## src/hw/ctrl_pkg.sv

```systemverilog
/*
  shared definitions of the machine-mode trap and flow controller
  widths, fetch selectors, trap causes and the records between blocks
*/
package ctrl_pkg;

  // default number of fast interrupt lines
  localparam int unsigned NUM_FAST_IRQ_DEF = 15;

  // data and address word
  typedef logic [31:0] xlen_t;
  // compressed instruction halfword
  typedef logic [15:0] cinsn_t;
  // fast interrupt id
  typedef logic [3:0]  fast_id_t;

  // fetch address selector
  typedef enum logic [1:0] {
    PC_BOOT,
    PC_JUMP,
    PC_EXC,
    PC_MRET
  } pc_sel_e;

  // trap cause, bit 5 marks an interrupt
  typedef enum logic [5:0] {
    EXC_CAUSE_INSN_ADDR_MISA     = {1'b0, 5'd0},
    EXC_CAUSE_INSTR_ACCESS_FAULT = {1'b0, 5'd1},
    EXC_CAUSE_ILLEGAL_INSN       = {1'b0, 5'd2},
    EXC_CAUSE_BREAKPOINT         = {1'b0, 5'd3},
    EXC_CAUSE_LOAD_ACCESS_FAULT  = {1'b0, 5'd5},
    EXC_CAUSE_STORE_ACCESS_FAULT = {1'b0, 5'd7},
    EXC_CAUSE_ECALL_MMODE        = {1'b0, 5'd11},
    EXC_CAUSE_IRQ_SOFTWARE_M     = {1'b1, 5'd3},
    EXC_CAUSE_IRQ_TIMER_M        = {1'b1, 5'd7},
    EXC_CAUSE_IRQ_EXTERNAL_M     = {1'b1, 5'd11},
    // fast interrupts occupy 16 + id
    EXC_CAUSE_IRQ_FAST_0         = {1'b1, 5'd16},
    EXC_CAUSE_IRQ_FAST_14        = {1'b1, 5'd30},
    EXC_CAUSE_IRQ_NM             = {1'b1, 5'd31}
  } exc_cause_e;

  // instruction held in the decode stage
  typedef struct packed {
    xlen_t  instr;
    cinsn_t instr_c;
    logic   is_comp;
    logic   fetch_err;
    xlen_t  pc;
  } id_instr_t;

  // raw decoder flags, not yet qualified with valid
  typedef struct packed {
    logic illegal;
    logic ecall;
    logic mret;
    logic wfi;
    logic ebreak;
    logic csr_flush;
  } dec_flags_t;

  // interrupt inputs from the CSR file and the pins
  typedef struct packed {
    logic                        mie;
    logic                        pending;
    logic                        nm;
    logic                        meip;
    logic                        msip;
    logic                        mtip;
    logic [NUM_FAST_IRQ_DEF-1:0] mfip;
  } irq_in_t;

  // one recorded trap or special request
  typedef struct packed {
    logic       exc;
    exc_cause_e cause;
    xlen_t      mtval;
    logic       mret;
    logic       wfi;
    logic       csr_flush;
  } trap_rec_t;

  // interrupt decision
  typedef struct packed {
    logic       take;
    exc_cause_e cause;
    logic       fast_ack;
    fast_id_t   fast_id;
  } irq_dec_t;

  // controller states
  typedef enum logic [2:0] {
    RESET,
    BOOT_SET,
    WAIT_SLEEP,
    SLEEP,
    FIRST_FETCH,
    DECODE,
    FLUSH,
    IRQ_TAKEN
  } ctrl_state_e;

endpackage

```

## src/hw/trap_recorder.sv

```systemverilog
/*
  trap recorder
  qualifies decoder flags, ranks exception causes and keeps a one-deep
  record of the request raised by the instruction in decode
*/
`timescale 1ns/10ps

module trap_recorder (
  input  logic                 clk_i,
  input  logic                 rst_ni,
  input  logic                 valid_i,
  input  ctrl_pkg::id_instr_t  instr_i,
  input  ctrl_pkg::dec_flags_t flags_i,
  input  logic                 load_err_i,
  input  logic                 store_err_i,
  input  ctrl_pkg::xlen_t      lsu_addr_i,
  input  logic                 in_decode_i,
  input  logic                 in_flush_i,
  output logic                 special_o,
  output ctrl_pkg::trap_rec_t  rec_o
);
  import ctrl_pkg::*;

  trap_rec_t  rec_d;
  trap_rec_t  rec_q;

  //////////////////////////////
  // cause ranking
  //////////////////////////////

  always_comb begin
    rec_d = '0;
    // decoder ignores instruction valid, fold it in here
    if (in_decode_i && valid_i) begin
      if (instr_i.fetch_err) begin
        rec_d.exc   = 1'b1;
        rec_d.cause = EXC_CAUSE_INSTR_ACCESS_FAULT;
        rec_d.mtval = instr_i.pc;
      end else if (flags_i.illegal) begin
        rec_d.exc   = 1'b1;
        rec_d.cause = EXC_CAUSE_ILLEGAL_INSN;
        // compressed encodings report only their halfword
        rec_d.mtval = instr_i.is_comp ? {16'b0, instr_i.instr_c} : instr_i.instr;
      end else if (flags_i.ecall) begin
        rec_d.exc   = 1'b1;
        rec_d.cause = EXC_CAUSE_ECALL_MMODE;
      end else if (flags_i.ebreak) begin
        rec_d.exc   = 1'b1;
        rec_d.cause = EXC_CAUSE_BREAKPOINT;
      end else if (store_err_i) begin
        rec_d.exc   = 1'b1;
        rec_d.cause = EXC_CAUSE_STORE_ACCESS_FAULT;
        rec_d.mtval = lsu_addr_i;
      end else if (load_err_i) begin
        rec_d.exc   = 1'b1;
        rec_d.cause = EXC_CAUSE_LOAD_ACCESS_FAULT;
        rec_d.mtval = lsu_addr_i;
      end else if (flags_i.mret) begin
        rec_d.mret = 1'b1;
      end else if (flags_i.wfi) begin
        rec_d.wfi = 1'b1;
      end else if (flags_i.csr_flush) begin
        rec_d.csr_flush = 1'b1;
      end
    end
  end

  // same-cycle request so the FSM can leave decode
  assign special_o = rec_d.exc | rec_d.mret | rec_d.wfi | rec_d.csr_flush;

  // only decode cycles produce a record, flush wipes it
  always_ff @(posedge clk_i or negedge rst_ni) begin
    if (!rst_ni) begin
      rec_q <= '0;
    end else if (in_flush_i) begin
      rec_q <= '0;
    end else if (in_decode_i) begin
      rec_q <= rec_d;
    end
  end

  assign rec_o = rec_q;

  // an exception and the special kinds never share a record
  a_rec_onehot : assert property (@(posedge clk_i) disable iff (!rst_ni)
    $onehot0({rec_q.exc, rec_q.mret, rec_q.wfi, rec_q.csr_flush}));

endmodule

```

## src/hw/irq_arbiter.sv

```systemverilog
/*
  interrupt arbiter
  tracks NMI mode, decides on taking an interrupt and picks its cause
*/
`timescale 1ns/10ps

module irq_arbiter #(
  parameter int unsigned NUM_FAST_IRQ = ctrl_pkg::NUM_FAST_IRQ_DEF
) (
  input  logic               clk_i,
  input  logic               rst_ni,
  input  ctrl_pkg::irq_in_t  irq_i,
  input  logic               irq_taken_i,
  input  logic               mret_done_i,
  output logic               nmi_mode_o,
  output ctrl_pkg::irq_dec_t dec_o
);
  import ctrl_pkg::*;

  logic                    nmi_mode_q;
  logic                    nmi_take;
  logic [NUM_FAST_IRQ-1:0] mfip;
  fast_id_t                fast_id;

  // only the implemented fast lines take part
  assign mfip     = irq_i.mfip[NUM_FAST_IRQ-1:0];
  assign nmi_take = irq_i.nm & ~nmi_mode_q;

  // highest pending id wins, later iterations override
  always_comb begin
    fast_id = '0;
    for (int unsigned i = 0; i < NUM_FAST_IRQ; i++) begin
      if (mfip[i]) begin
        fast_id = fast_id_t'(i);
      end
    end
  end

  //////////////////////////////
  // decision and cause
  //////////////////////////////

  always_comb begin
    dec_o          = '0;
    dec_o.take     = nmi_take | (irq_i.pending & irq_i.mie);
    dec_o.fast_id  = fast_id;
    if (nmi_take) begin
      dec_o.cause = EXC_CAUSE_IRQ_NM;
    end else if (|mfip) begin
      // interrupt bit plus 16 plus the id
      dec_o.cause    = exc_cause_e'({2'b11, fast_id});
      dec_o.fast_ack = dec_o.take;
    end else if (irq_i.meip) begin
      dec_o.cause = EXC_CAUSE_IRQ_EXTERNAL_M;
    end else if (irq_i.msip) begin
      dec_o.cause = EXC_CAUSE_IRQ_SOFTWARE_M;
    end else begin
      dec_o.cause = EXC_CAUSE_IRQ_TIMER_M;
    end
  end

  // NMI mode blocks nested NMIs until MRET
  always_ff @(posedge clk_i or negedge rst_ni) begin
    if (!rst_ni) begin
      nmi_mode_q <= 1'b0;
    end else if (mret_done_i) begin
      nmi_mode_q <= 1'b0;
    end else if (irq_taken_i && dec_o.cause == EXC_CAUSE_IRQ_NM) begin
      nmi_mode_q <= 1'b1;
    end
  end

  assign nmi_mode_o = nmi_mode_q;

  // acknowledged id is pending and no higher fast line is
  a_ack_take : assert property (@(posedge clk_i) disable iff (!rst_ni)
    dec_o.fast_ack |-> dec_o.take && ((mfip >> dec_o.fast_id) == 1));

endmodule

```

## src/hw/ctrl_fsm.sv

```systemverilog
/*
  control state machine
  sequences boot, decode, flush, sleep and interrupt entry and drives
  the fetch redirect, CSR strobes and decode handshake
*/
`timescale 1ns/10ps

module ctrl_fsm (
  input  logic                 clk_i,
  input  logic                 rst_ni,
  input  logic                 fetch_enable_i,
  input  logic                 instr_valid_i,
  input  logic                 stall_i,
  input  logic                 branch_set_i,
  input  logic                 jump_set_i,
  input  logic                 irq_wake_i,
  input  logic                 special_i,
  input  ctrl_pkg::trap_rec_t  rec_i,
  input  ctrl_pkg::irq_dec_t   irq_dec_i,
  output logic                 in_decode_o,
  output logic                 in_flush_o,
  output logic                 irq_taken_o,
  output logic                 mret_done_o,
  output logic                 busy_o,
  output logic                 instr_req_o,
  output logic                 pc_set_o,
  output ctrl_pkg::pc_sel_e    pc_sel_o,
  output ctrl_pkg::exc_cause_e exc_cause_o,
  output ctrl_pkg::xlen_t      csr_mtval_o,
  output logic                 csr_save_pc_o,
  output logic                 csr_save_cause_o,
  output logic                 csr_restore_mret_o,
  output logic                 irq_ack_o,
  output ctrl_pkg::fast_id_t   irq_ack_id_o,
  output logic                 id_ready_o,
  output logic                 instr_clear_o
);
  import ctrl_pkg::*;

  ctrl_state_e state_q;
  ctrl_state_e state_d;
  // halt keeps the instruction in decode, flush drops it
  logic        halt_if;
  logic        flush_id;

  //////////////////////////////
  // next state and outputs
  //////////////////////////////

  always_comb begin
    state_d            = state_q;
    instr_req_o        = 1'b1;
    busy_o             = 1'b1;
    pc_set_o           = 1'b0;
    pc_sel_o           = PC_BOOT;
    exc_cause_o        = EXC_CAUSE_INSN_ADDR_MISA;
    csr_mtval_o        = '0;
    csr_save_pc_o      = 1'b0;
    csr_save_cause_o   = 1'b0;
    csr_restore_mret_o = 1'b0;
    irq_ack_o          = 1'b0;
    irq_ack_id_o       = '0;
    irq_taken_o        = 1'b0;
    mret_done_o        = 1'b0;
    halt_if            = 1'b0;
    flush_id           = 1'b0;

    unique case (state_q)
      RESET: begin
        // hold the boot address until fetch is enabled
        instr_req_o = 1'b0;
        pc_set_o    = 1'b1;
        halt_if     = 1'b1;
        if (fetch_enable_i) begin
          state_d = BOOT_SET;
        end
      end
      BOOT_SET: begin
        pc_set_o = 1'b1;
        halt_if  = 1'b1;
        state_d  = FIRST_FETCH;
      end
      WAIT_SLEEP: begin
        busy_o      = 1'b0;
        instr_req_o = 1'b0;
        halt_if     = 1'b1;
        flush_id    = 1'b1;
        state_d     = SLEEP;
      end
      SLEEP: begin
        busy_o      = 1'b0;
        instr_req_o = 1'b0;
        halt_if     = 1'b1;
        flush_id    = 1'b1;
        // any pending line wakes, even when globally disabled
        if (irq_wake_i) begin
          state_d = FIRST_FETCH;
        end
      end
      FIRST_FETCH: begin
        if (!stall_i) begin
          state_d = DECODE;
        end
        // pipeline is empty here, so take the interrupt at once
        if (irq_dec_i.take) begin
          state_d  = IRQ_TAKEN;
          halt_if  = 1'b1;
          flush_id = 1'b1;
        end
      end
      DECODE: begin
        if (instr_valid_i) begin
          if (special_i) begin
            // keep the instruction, the flush cycle decides
            state_d = FLUSH;
            halt_if = 1'b1;
          end else if (branch_set_i || jump_set_i) begin
            pc_sel_o = PC_JUMP;
            pc_set_o = 1'b1;
          end
        end
        // a multicycle instruction finishes before the interrupt
        if (!stall_i && !special_i && irq_dec_i.take) begin
          state_d  = IRQ_TAKEN;
          halt_if  = 1'b1;
          flush_id = 1'b1;
        end
      end
      FLUSH: begin
        halt_if  = 1'b1;
        flush_id = 1'b1;
        state_d  = DECODE;
        if (rec_i.exc) begin
          pc_set_o         = 1'b1;
          pc_sel_o         = PC_EXC;
          csr_save_pc_o    = 1'b1;
          csr_save_cause_o = 1'b1;
          exc_cause_o      = rec_i.cause;
          csr_mtval_o      = rec_i.mtval;
        end else if (rec_i.mret) begin
          pc_set_o           = 1'b1;
          pc_sel_o           = PC_MRET;
          csr_restore_mret_o = 1'b1;
          mret_done_o        = 1'b1;
        end else if (rec_i.wfi) begin
          state_d = WAIT_SLEEP;
        end else if (rec_i.csr_flush && irq_dec_i.take) begin
          // a CSR write may have just enabled an interrupt
          state_d = IRQ_TAKEN;
        end
      end
      IRQ_TAKEN: begin
        if (irq_dec_i.take) begin
          pc_set_o         = 1'b1;
          pc_sel_o         = PC_EXC;
          csr_save_pc_o    = 1'b1;
          csr_save_cause_o = 1'b1;
          exc_cause_o      = irq_dec_i.cause;
          irq_ack_o        = irq_dec_i.fast_ack;
          irq_ack_id_o     = irq_dec_i.fast_ack ? irq_dec_i.fast_id : '0;
          irq_taken_o      = 1'b1;
        end
        state_d = DECODE;
      end
      default: begin
        instr_req_o = 1'b0;
        state_d     = RESET;
      end
    endcase
  end

  assign in_decode_o = (state_q == DECODE);
  assign in_flush_o  = (state_q == FLUSH);

  // decode handshake
  assign id_ready_o    = ~stall_i & ~halt_if;
  assign instr_clear_o = ~(stall_i | halt_if) | flush_id;

  always_ff @(posedge clk_i or negedge rst_ni) begin
    if (!rst_ni) begin
      state_q <= RESET;
    end else begin
      state_q <= state_d;
    end
  end

  a_state_known : assert property (@(posedge clk_i) disable iff (!rst_ni)
    !$isunknown(state_q));

endmodule

```

## src/hw/core_ctrl.sv

```systemverilog
/*
  machine-mode trap and flow controller
  trap recorder and interrupt arbiter feed the control state machine
*/
`timescale 1ns/10ps

module core_ctrl #(
  parameter int unsigned NUM_FAST_IRQ = ctrl_pkg::NUM_FAST_IRQ_DEF
) (
  input  logic                 clk_i,
  input  logic                 rst_ni,
  input  logic                 fetch_enable_i,
  input  logic                 instr_valid_i,
  input  ctrl_pkg::id_instr_t  instr_i,
  input  ctrl_pkg::dec_flags_t flags_i,
  input  logic                 load_err_i,
  input  logic                 store_err_i,
  input  ctrl_pkg::xlen_t      lsu_addr_i,
  input  logic                 stall_i,
  input  logic                 branch_set_i,
  input  logic                 jump_set_i,
  input  ctrl_pkg::irq_in_t    irq_i,
  output logic                 nmi_mode_o,
  output logic                 busy_o,
  output logic                 instr_req_o,
  output logic                 pc_set_o,
  output ctrl_pkg::pc_sel_e    pc_sel_o,
  output ctrl_pkg::exc_cause_e exc_cause_o,
  output ctrl_pkg::xlen_t      csr_mtval_o,
  output logic                 csr_save_pc_o,
  output logic                 csr_save_cause_o,
  output logic                 csr_restore_mret_o,
  output logic                 irq_ack_o,
  output ctrl_pkg::fast_id_t   irq_ack_id_o,
  output logic                 id_ready_o,
  output logic                 instr_clear_o
);
  import ctrl_pkg::*;

  trap_rec_t rec;
  irq_dec_t  irq_dec;
  logic      special;
  logic      in_decode;
  logic      in_flush;
  logic      irq_taken;
  logic      mret_done;
  logic      irq_wake;

  // sleep ends on any pending line or an NMI
  assign irq_wake = irq_i.pending | irq_i.nm;

  trap_recorder u_trap_recorder (
    .clk_i       (clk_i),
    .rst_ni      (rst_ni),
    .valid_i     (instr_valid_i),
    .instr_i     (instr_i),
    .flags_i     (flags_i),
    .load_err_i  (load_err_i),
    .store_err_i (store_err_i),
    .lsu_addr_i  (lsu_addr_i),
    .in_decode_i (in_decode),
    .in_flush_i  (in_flush),
    .special_o   (special),
    .rec_o       (rec)
  );

  irq_arbiter #(
    .NUM_FAST_IRQ (NUM_FAST_IRQ)
  ) u_irq_arbiter (
    .clk_i       (clk_i),
    .rst_ni      (rst_ni),
    .irq_i       (irq_i),
    .irq_taken_i (irq_taken),
    .mret_done_i (mret_done),
    .nmi_mode_o  (nmi_mode_o),
    .dec_o       (irq_dec)
  );

  ctrl_fsm u_ctrl_fsm (
    .clk_i              (clk_i),
    .rst_ni             (rst_ni),
    .fetch_enable_i     (fetch_enable_i),
    .instr_valid_i      (instr_valid_i),
    .stall_i            (stall_i),
    .branch_set_i       (branch_set_i),
    .jump_set_i         (jump_set_i),
    .irq_wake_i         (irq_wake),
    .special_i          (special),
    .rec_i              (rec),
    .irq_dec_i          (irq_dec),
    .in_decode_o        (in_decode),
    .in_flush_o         (in_flush),
    .irq_taken_o        (irq_taken),
    .mret_done_o        (mret_done),
    .busy_o             (busy_o),
    .instr_req_o        (instr_req_o),
    .pc_set_o           (pc_set_o),
    .pc_sel_o           (pc_sel_o),
    .exc_cause_o        (exc_cause_o),
    .csr_mtval_o        (csr_mtval_o),
    .csr_save_pc_o      (csr_save_pc_o),
    .csr_save_cause_o   (csr_save_cause_o),
    .csr_restore_mret_o (csr_restore_mret_o),
    .irq_ack_o          (irq_ack_o),
    .irq_ack_id_o       (irq_ack_id_o),
    .id_ready_o         (id_ready_o),
    .instr_clear_o      (instr_clear_o)
  );

endmodule

```

## config.mk

```make
export PLATFORM = sky130hd
export DESIGN_NAME = core_ctrl
export DESIGN_NICKNAME = d
export VERILOG_FILES = /design/src/hw/ctrl_pkg.sv /design/src/hw/trap_recorder.sv /design/src/hw/irq_arbiter.sv /design/src/hw/ctrl_fsm.sv /design/src/hw/core_ctrl.sv
export SDC_FILE = /design/constraint.sdc
export NUM_CORES = 1
export LEC_CHECK = 0
export CORE_AREA = 2 2 102 79
export DETAILED_ROUTE_END_ITERATION = 10
export DIE_AREA = 0 0 104 81
export DONT_BUFFER_PORTS = 1
export GPL_TIMING_DRIVEN = 0
export SYNTH_ARGS = -nofsm -noshare
export SYNTH_HDL_FRONTEND = slang
export SYNTH_SLANG_ARGS = --single-unit
```

## constraint.sdc

```tcl
create_clock -name clk_i -period 1.3 [get_ports clk_i]
set_input_delay 0.195 -clock clk_i [delete_from_list [all_inputs] [get_ports clk_i]]
set_output_delay 0.195 -clock clk_i [all_outputs]
set_load 0.01 [all_outputs]
```

==> summary.md, run 1 <==
| Metric | Value |
|---|---|
| Share of cells above drive strength 1 | 0.437 |
| Pleak | 1.77 nW |
| Cts bufs inserted | 5 |
| CTS tree | yes |
| HP Class | primary input to register |
| Final hold viol count | 0 |
| Crit path buf inv count | 0 |
| Via count | 3,286 |
| CP Capture Type | output pin |
| Routed len/inst | 21.9 microns |
| Failing checks | setup timing |
| Max_cap viols | 0 |
| First-pass GRT wire length | 16.5 mm |
| Async S/R FF share, synth | 1.00 |
| DRC viols | 0 |
| IO Port Bufs | 0 |
| Tcrit/Tclk final | 1.40 |
| Root buf cell | clkbuf_8 |
| Total track usage | 0.248 |
| Clk_lat worst skew | 0.29 ns |
| Top FF cell, synth | dfrtp_1 |
| Post-DP HPWL | 7.87 mm |
| Synthesized area per cell | 8.37 sq um |
| Largest net degree at the start of global routing | 45 |
| EDFF count, synth | 0 |
| Status | finished with violations |
| Slowest cell on crit path | dfrtp_2 |
| Worst Skew | 0.00709 ns |
| DR pass1 iterations | 4 |
| Initial DRC Count | 183 |
| PD cells | 1530 mW/mm^2 |
| Multi-input gate area | 0.00235 sq mm |
| Worst EP arrival | 1.62 ns |
| Syn nets | 532 |
| Initial antenna violation count | 0 |
| Starting Density | 0.422 |
| Startpoint Class | register |
| Setup violations, final | 97 |
| Register area share after synthesis | 0.344 |
| Die Span Y | 81 microns |
| Row Count | 28 |
| NumNets Final | 574 |
| Number of synthesized register bits | 44 |
| Critical path peak fanout | 6 |
| Synthesized cell area | 0.00320 sq mm |
| Setup CP Type | register to output pin |
| Synth Instances | 382 |
| Max-slew violations | 0 |
| P&R area growth vs syn | 37.3% |
| RSZ-0062 raised after global routing | yes |
| CP Data Required Time | 1.11 ns |
| Routed WL | 11.5 mm |
| Post-synthesis cell type count | 55 |
| Peak VDD IR | 0.716 mV |
| Post-route setup slack | -0.516 ns |
| Register Area | 0.00110 sq mm |
| Actual slew at the worst max-slew pin | 0.538 ns |
| Die X | 104 microns |
| Vias per cell | 6.22 |
| Number of clock sinks | 44 |
| Total gr overflow | 0 |
| Min Tclk post-route | 1.82 ns |
| Slowest stage delay, CP | 0.45 ns |
| Number of global-route vias before repair | 3,074 |
| TNS Setup | -29.41 ns |
| Slew margin rel. | 0.638 |
| Fill cells | 705 |
| Antenna viol nets, final | 0 |
| Clk buf depth | 2 |
| CP top delay family | compound AO/OA/AOI/OAI gates |
| Total core area | 0.00757 sq mm |
| Yosys warns | 0 |
| Gp weighted congestion | 0.842 |
| Fmax | 551 MHz |
| Clock-pin slew on the worst setup and hold paths | 0.08 ns |
| Setup WS pre-CTS | -0.366 ns |
| Total die area | 0.00842 sq mm |
| Crit path cell chain | nand4b_1 > a31oi_4 > nor2_2 > o311a_1 |
| Num ports | 204 |
| H-tree depth | 2 |
| # diodes | 0 |
==> repair_timing <==
action / CTS / global route
hold buffers: 2 / 0
endpoints found under the hold margin: 44 / 0
endpoints found under the setup margin: 97 / 97
resized for setup: 118 / 49
pin swaps: 13 / 14
gates cloned: 1 / 3
buffers inserted: 19 / 10
==> power breakdown <==
group | total, mW | leakage (nW) | switching [mW] | internal [mW]
Combinational | 3.40 | 1.15 | 1.78 | 1.63
Sequential | 2.30 | 0.569 | 0.356 | 1.94
Clock | 1.02 | 0.0501 | 0.469 | 0.553
==> registers in the layout, indices dropped and copies added, names as in the netlist <==
signal                    cells
u_irq_arbiter.nmi_mode_o      1
u_trap_recorder.rec_o        40
u_ctrl_fsm.state_q            3
==> final cells by class <==
type | count | share of cell area
Multi-Input combinational cell | 298 | 0.534
Timing Repair Buffer | 35 | 0.0846
Buffer | 32 | 0.0690
Sequential cell | 44 | 0.252
Clock buffer | 5 | 0.0157
Clock inverter | 1 | 0.00684
Tap cell | 105 | 0.0299
Inverter | 8 | 0.00798
==> metrics by stage <==
step                area [sq um]  power (mW)  utilization  hold WS (ns)  std cells
floorplan                   3310        3.82            -        -0.101        382
global placement            3440        4.33        0.454       -0.0998        487
detailed placement          3440        4.38        0.454       -0.0998        487
CTS                         4110        6.32        0.544        0.0305        515
global route                4390        7.17        0.580        0.0306        528
finish                      4390        6.72        0.580        0.0420        528
==> synth_stat cells, types with 3 or more instances <==
library cell / count / area [sq um]
nor2_1: 18 / 67.6
or2_2: 3 / 18.8
nor3_1: 6 / 30.0
a21oi_1: 8 / 40.0
nor4_4: 3 / 63.8
nand3_1: 4 / 20.0
a32o_1: 3 / 30.0
o21ai_1: 30 / 150
buf_2: 8 / 40.0
inv_1: 8 / 30.0
nor2b_1: 4 / 25.0
dfrtp_1: 44 / 1100
mux2_2: 14 / 158
and3_1: 4 / 25.0
and2_1: 33 / 206
o211ai_1: 3 / 22.5
buf_4: 4 / 30.0
o21ai_0: 43 / 215
clkbuf_1: 17 / 63.8
nand2_1: 49 / 184
a22o_1: 3 / 26.3
a221oi_1: 33 / 289
==> worst paths after layout <==
check,from,to,cells past startpoint,slack [ns]
min reg2reg,u_trap_recorder.rec_o[24],u_trap_recorder.rec_o[24],2,0.49
max in group asynchronous,rst_ni,u_ctrl_fsm.state_q[1],2,0.66
min,flags_i[3],u_trap_recorder.rec_o[2],1,0.04
min in group asynchronous,rst_ni,u_trap_recorder.rec_o[31],2,0.42
max,u_ctrl_fsm.state_q[1],instr_clear_o,4,-0.52
max reg2reg,u_ctrl_fsm.state_q[0],u_trap_recorder.rec_o[35],6,-0.27
==> kinds of logic (layout without fill, tap and decap cells) <==
family / after synthesis / in the layout / synth area share
AND/OR/NAND/NOR: 142 / 142 / 0.252
AO/OA/AOI/OAI: 140 / 140 / 0.287
flip-flops: 44 / 44 / 0.344
buffers and inverters: 40 / 81 / 0.0603
multiplexers: 16 / 16 / 0.0564
==> layout by cell type, fill, tap and decap left out, drive strengths merged, types with 5 or more instances in the layout <==
master / n
clkbuf: 21
nor2: 19
nor4: 5
a221oi: 33
and2: 33
nand2: 49
nor3: 7
mux2: 16
o21ai: 73
inv: 8
buf: 50
dfrtp: 44
a21oi: 8
==> metal layers <==
layer,up-vias,part of all wire,GRT usage
li1,1510,-,-
met1,1608,0.43,0.320
met2,155,0.49,0.434
met3,13,0.069,0.0626
met4,0,0.011,0.0365
met5,-,0,0
(Power assumes the default switching activity.)
==> run 2, diff against run 1 <==
--- a/config.mk
+++ b/config.mk
@@ -10,6 +10,7 @@
 export DIE_AREA = 0 0 104 81
 export DONT_BUFFER_PORTS = 1
 export GPL_TIMING_DRIVEN = 0
+export RECOVER_POWER = 100
 export SYNTH_ARGS = -nofsm -noshare
 export SYNTH_HDL_FRONTEND = slang
 export SYNTH_SLANG_ARGS = --single-unit
==> summary.md, run 2 (same netlist as run 1, synthesis figures left out) <==
| Metric | Value |
|---|---|
| Status | finished with violations |
| Failing checks | setup timing |
| Root buf cell | clkbuf_8 |
| Post-route setup slack | -0.517 ns (-0.000456 ns) |
| Startpoint Class | register |
| Initial DRC Count | 174 (-4.9%) |
| Most frequent cells in the layout | nand2_1 (43), dfrtp_1 (41), o21ai_1 (37) |
| Share of cells above drive strength 1 | 0.437 (unchanged) |
| IO Port Bufs | 0 (unchanged) |
| Cts bufs inserted | 5 (unchanged) |
| Hold path depth | 2 (+1) |
| PD cells | 1530 mW/mm^2 (+0.24%) |
| Pleak | 1.76 nW (-0.46%) |
| Gp weighted congestion | 0.842 (unchanged) |
| Post-DP HPWL | 7.87 mm (unchanged) |
| Routed WL | 11.5 mm (-0.55%) |
| Number of clock sinks | 44 (unchanged) |
| DR pass1 iterations | 4 (unchanged) |
| Tcrit/Tclk final | 1.40 (about the same) |
| Final core occ | 0.578 (-0.00265) |
| Setup violations, final | 97 (unchanged) |
| Worst EP arrival | 1.62 ns (about the same) |
| Total core area | 0.00757 sq mm (unchanged) |
| Peak VDD IR | 0.712 mV (-0.56%) |
| Overall Power | 6.71 mW (-0.22%) |
| Row Count | 28 (unchanged) |
| Critical path peak fanout | 6 (unchanged) |
| Initial antenna violation count | 0 (unchanged) |
| H-tree depth | 2 (unchanged) |
| Fill cells | 707 (+0.28%) |
| Placed Cells incl. Taps | 487 (unchanged) |
| Total die area | 0.00842 sq mm (unchanged) |
| Starting Density | 0.422 (unchanged) |
| Antenna viol nets, final | 0 (unchanged) |
| R2R depth | 6 (unchanged) |
| NumNets Final | 574 (unchanged) |
| Slew margin rel. | 0.566 (-0.0725) |
| Max reg flops | 40 (unchanged) |
| Fmax | 550 MHz (about the same) |
| Vias per cell | 6.17 (-0.79%) |
| Setup CP Type | register to output pin |
| Total track usage | 0.248 (unchanged) |
| Via count | 3,260 (-0.79%) |
| Clk_lat worst skew | 0.29 ns (about the same) |
| Routed len/inst | 21.7 microns (-0.55%) |
| Commonest non-fill, non-tap cell in the layout | nand2_1 |
| Slowest stage delay, CP | 0.45 ns (about the same) |
| Die Span Y | 81 microns (unchanged) |
| Cell Count, Final, Fillers Out | 528 (unchanged) |
| Clk buf depth | 2 (unchanged) |
| CP Data Required Time | 1.11 ns (about the same) |
| Crit path cell chain | nand4b_1 > a31oi_4 > nor2_2 > o311a_1 |
| Num ports | 204 (unchanged) |
| Slowest cell on crit path | dfrtp_2 |
| Worst Skew | 0.00746 ns (+0.000370 ns) |
| Die X | 104 microns (unchanged) |
| Design area | 0.00437 sq mm (-0.46%) |
| Largest net degree at the start of global routing | 45 (unchanged) |
| Final hold viol count | 0 (unchanged) |
| # diodes | 0 (unchanged) |
| Clock-pin slew on the worst setup and hold paths | 0.08 ns (about the same) |
| Number of global-route vias before repair | 3,074 (unchanged) |
| P&R area growth vs syn | 36.7% |
| Max_cap viols | 0 (unchanged) |
| First-pass GRT wire length | 16.5 mm (unchanged) |
| DRC viols | 0 (unchanged) |
| CTS tree | yes |
| Placed cell areas | 0.00344 sq mm (unchanged) |
| CP Capture Type | output pin |
| HP Class | primary input to register |
| Total gr overflow | 0 (unchanged) |
| Actual slew at the worst max-slew pin | 0.651 ns (+0.113 ns) |
| Min Tclk post-route | 1.82 ns (+0.000456 ns) |
| Max-slew violations | 0 (unchanged) |
| RSZ-0062 raised after global routing | yes |
run 2: changes by cell type in the layout (fill, tap and decap cells not counted), sizes merged:
cell | before | now
buf | 50 | 49
clkbuf | 21 | 22
run 2: what timing repair did:
action                     4_1_cts  5_1_grt
gates cloned                     1        3
hold endpoints to repair        44        0
gates resized for setup        118       49
setup endpoints to repair       97       97
buffers inserted                19       10
pin swaps                       13       14
hold buffers                     2        0
run 2: critical path, delay by kind of cell, from the launching register on:
kind,cells,cell delay [ns]
AOI/OAI and AO/OA,2,0.56
DFF,1,0.45
and+or+nand+nor,2,0.32
run 2: path summary, 6_finish.rpt:
check,start,end,slack [ns]
worst max-delay path,u_ctrl_fsm.state_q[1],instr_clear_o,-0.52
worst min-delay path,flags_i[4],u_trap_recorder.rec_o[36],0.04
worst max register to register,u_ctrl_fsm.state_q[0],u_trap_recorder.rec_o[35],-0.27
worst min register to register,u_trap_recorder.rec_o[24],u_trap_recorder.rec_o[24],0.49
max in group asynchronous,rst_ni,u_ctrl_fsm.state_q[1],0.31
min in group asynchronous,rst_ni,u_trap_recorder.rec_o[8],0.51
run 2: cell type report:
class	count	area, sq um	share of cell area
plain buffers	32	303	0.0693
clock buffers	5	68.8	0.0157
clock inverters	1	30.0	0.00687
inverters	8	35.0	0.00802
multi-input cells	298	2350	0.537
flip-flops and latches	44	1100	0.253
well taps	105	131	0.0301
repair buffers	35	352	0.0804
run 2: stage by stage:
| stage | TNS, ns | setup slack [ns] | hold WS, ns |
|---|---|---|---|
| floorplan | -0.400 | -0.130 | -0.101 |
| global placement | -17.84 | -0.343 | -0.0998 |
| detailed placement | -19.13 | -0.366 | -0.0998 |
| CTS | -28.52 | -0.521 | 0.0305 |
| global route | -34.53 | -0.578 | 0.0306 |
| finish | -29.50 | -0.517 | 0.0446 |
run 2: layer usage:
metal  global-route usage  part of all wire  wire, microns  vias up
li1                     -                 -              -     1507
met1                0.320              0.43           4950     1594
met2                0.434              0.49           5600      148
met3               0.0626             0.069            796       11
met4               0.0365             0.011            125        0
met5                    0                 0              0        -
run 2: where the power goes:
part | internal (mW) | total, mW | switching (mW) | leakage (nW)
logic | 1.62 | 3.39 | 1.77 | 1.14
clock network | 0.552 | 1.02 | 0.465 | 0.0501
registers | 1.94 | 2.30 | 0.356 | 0.569
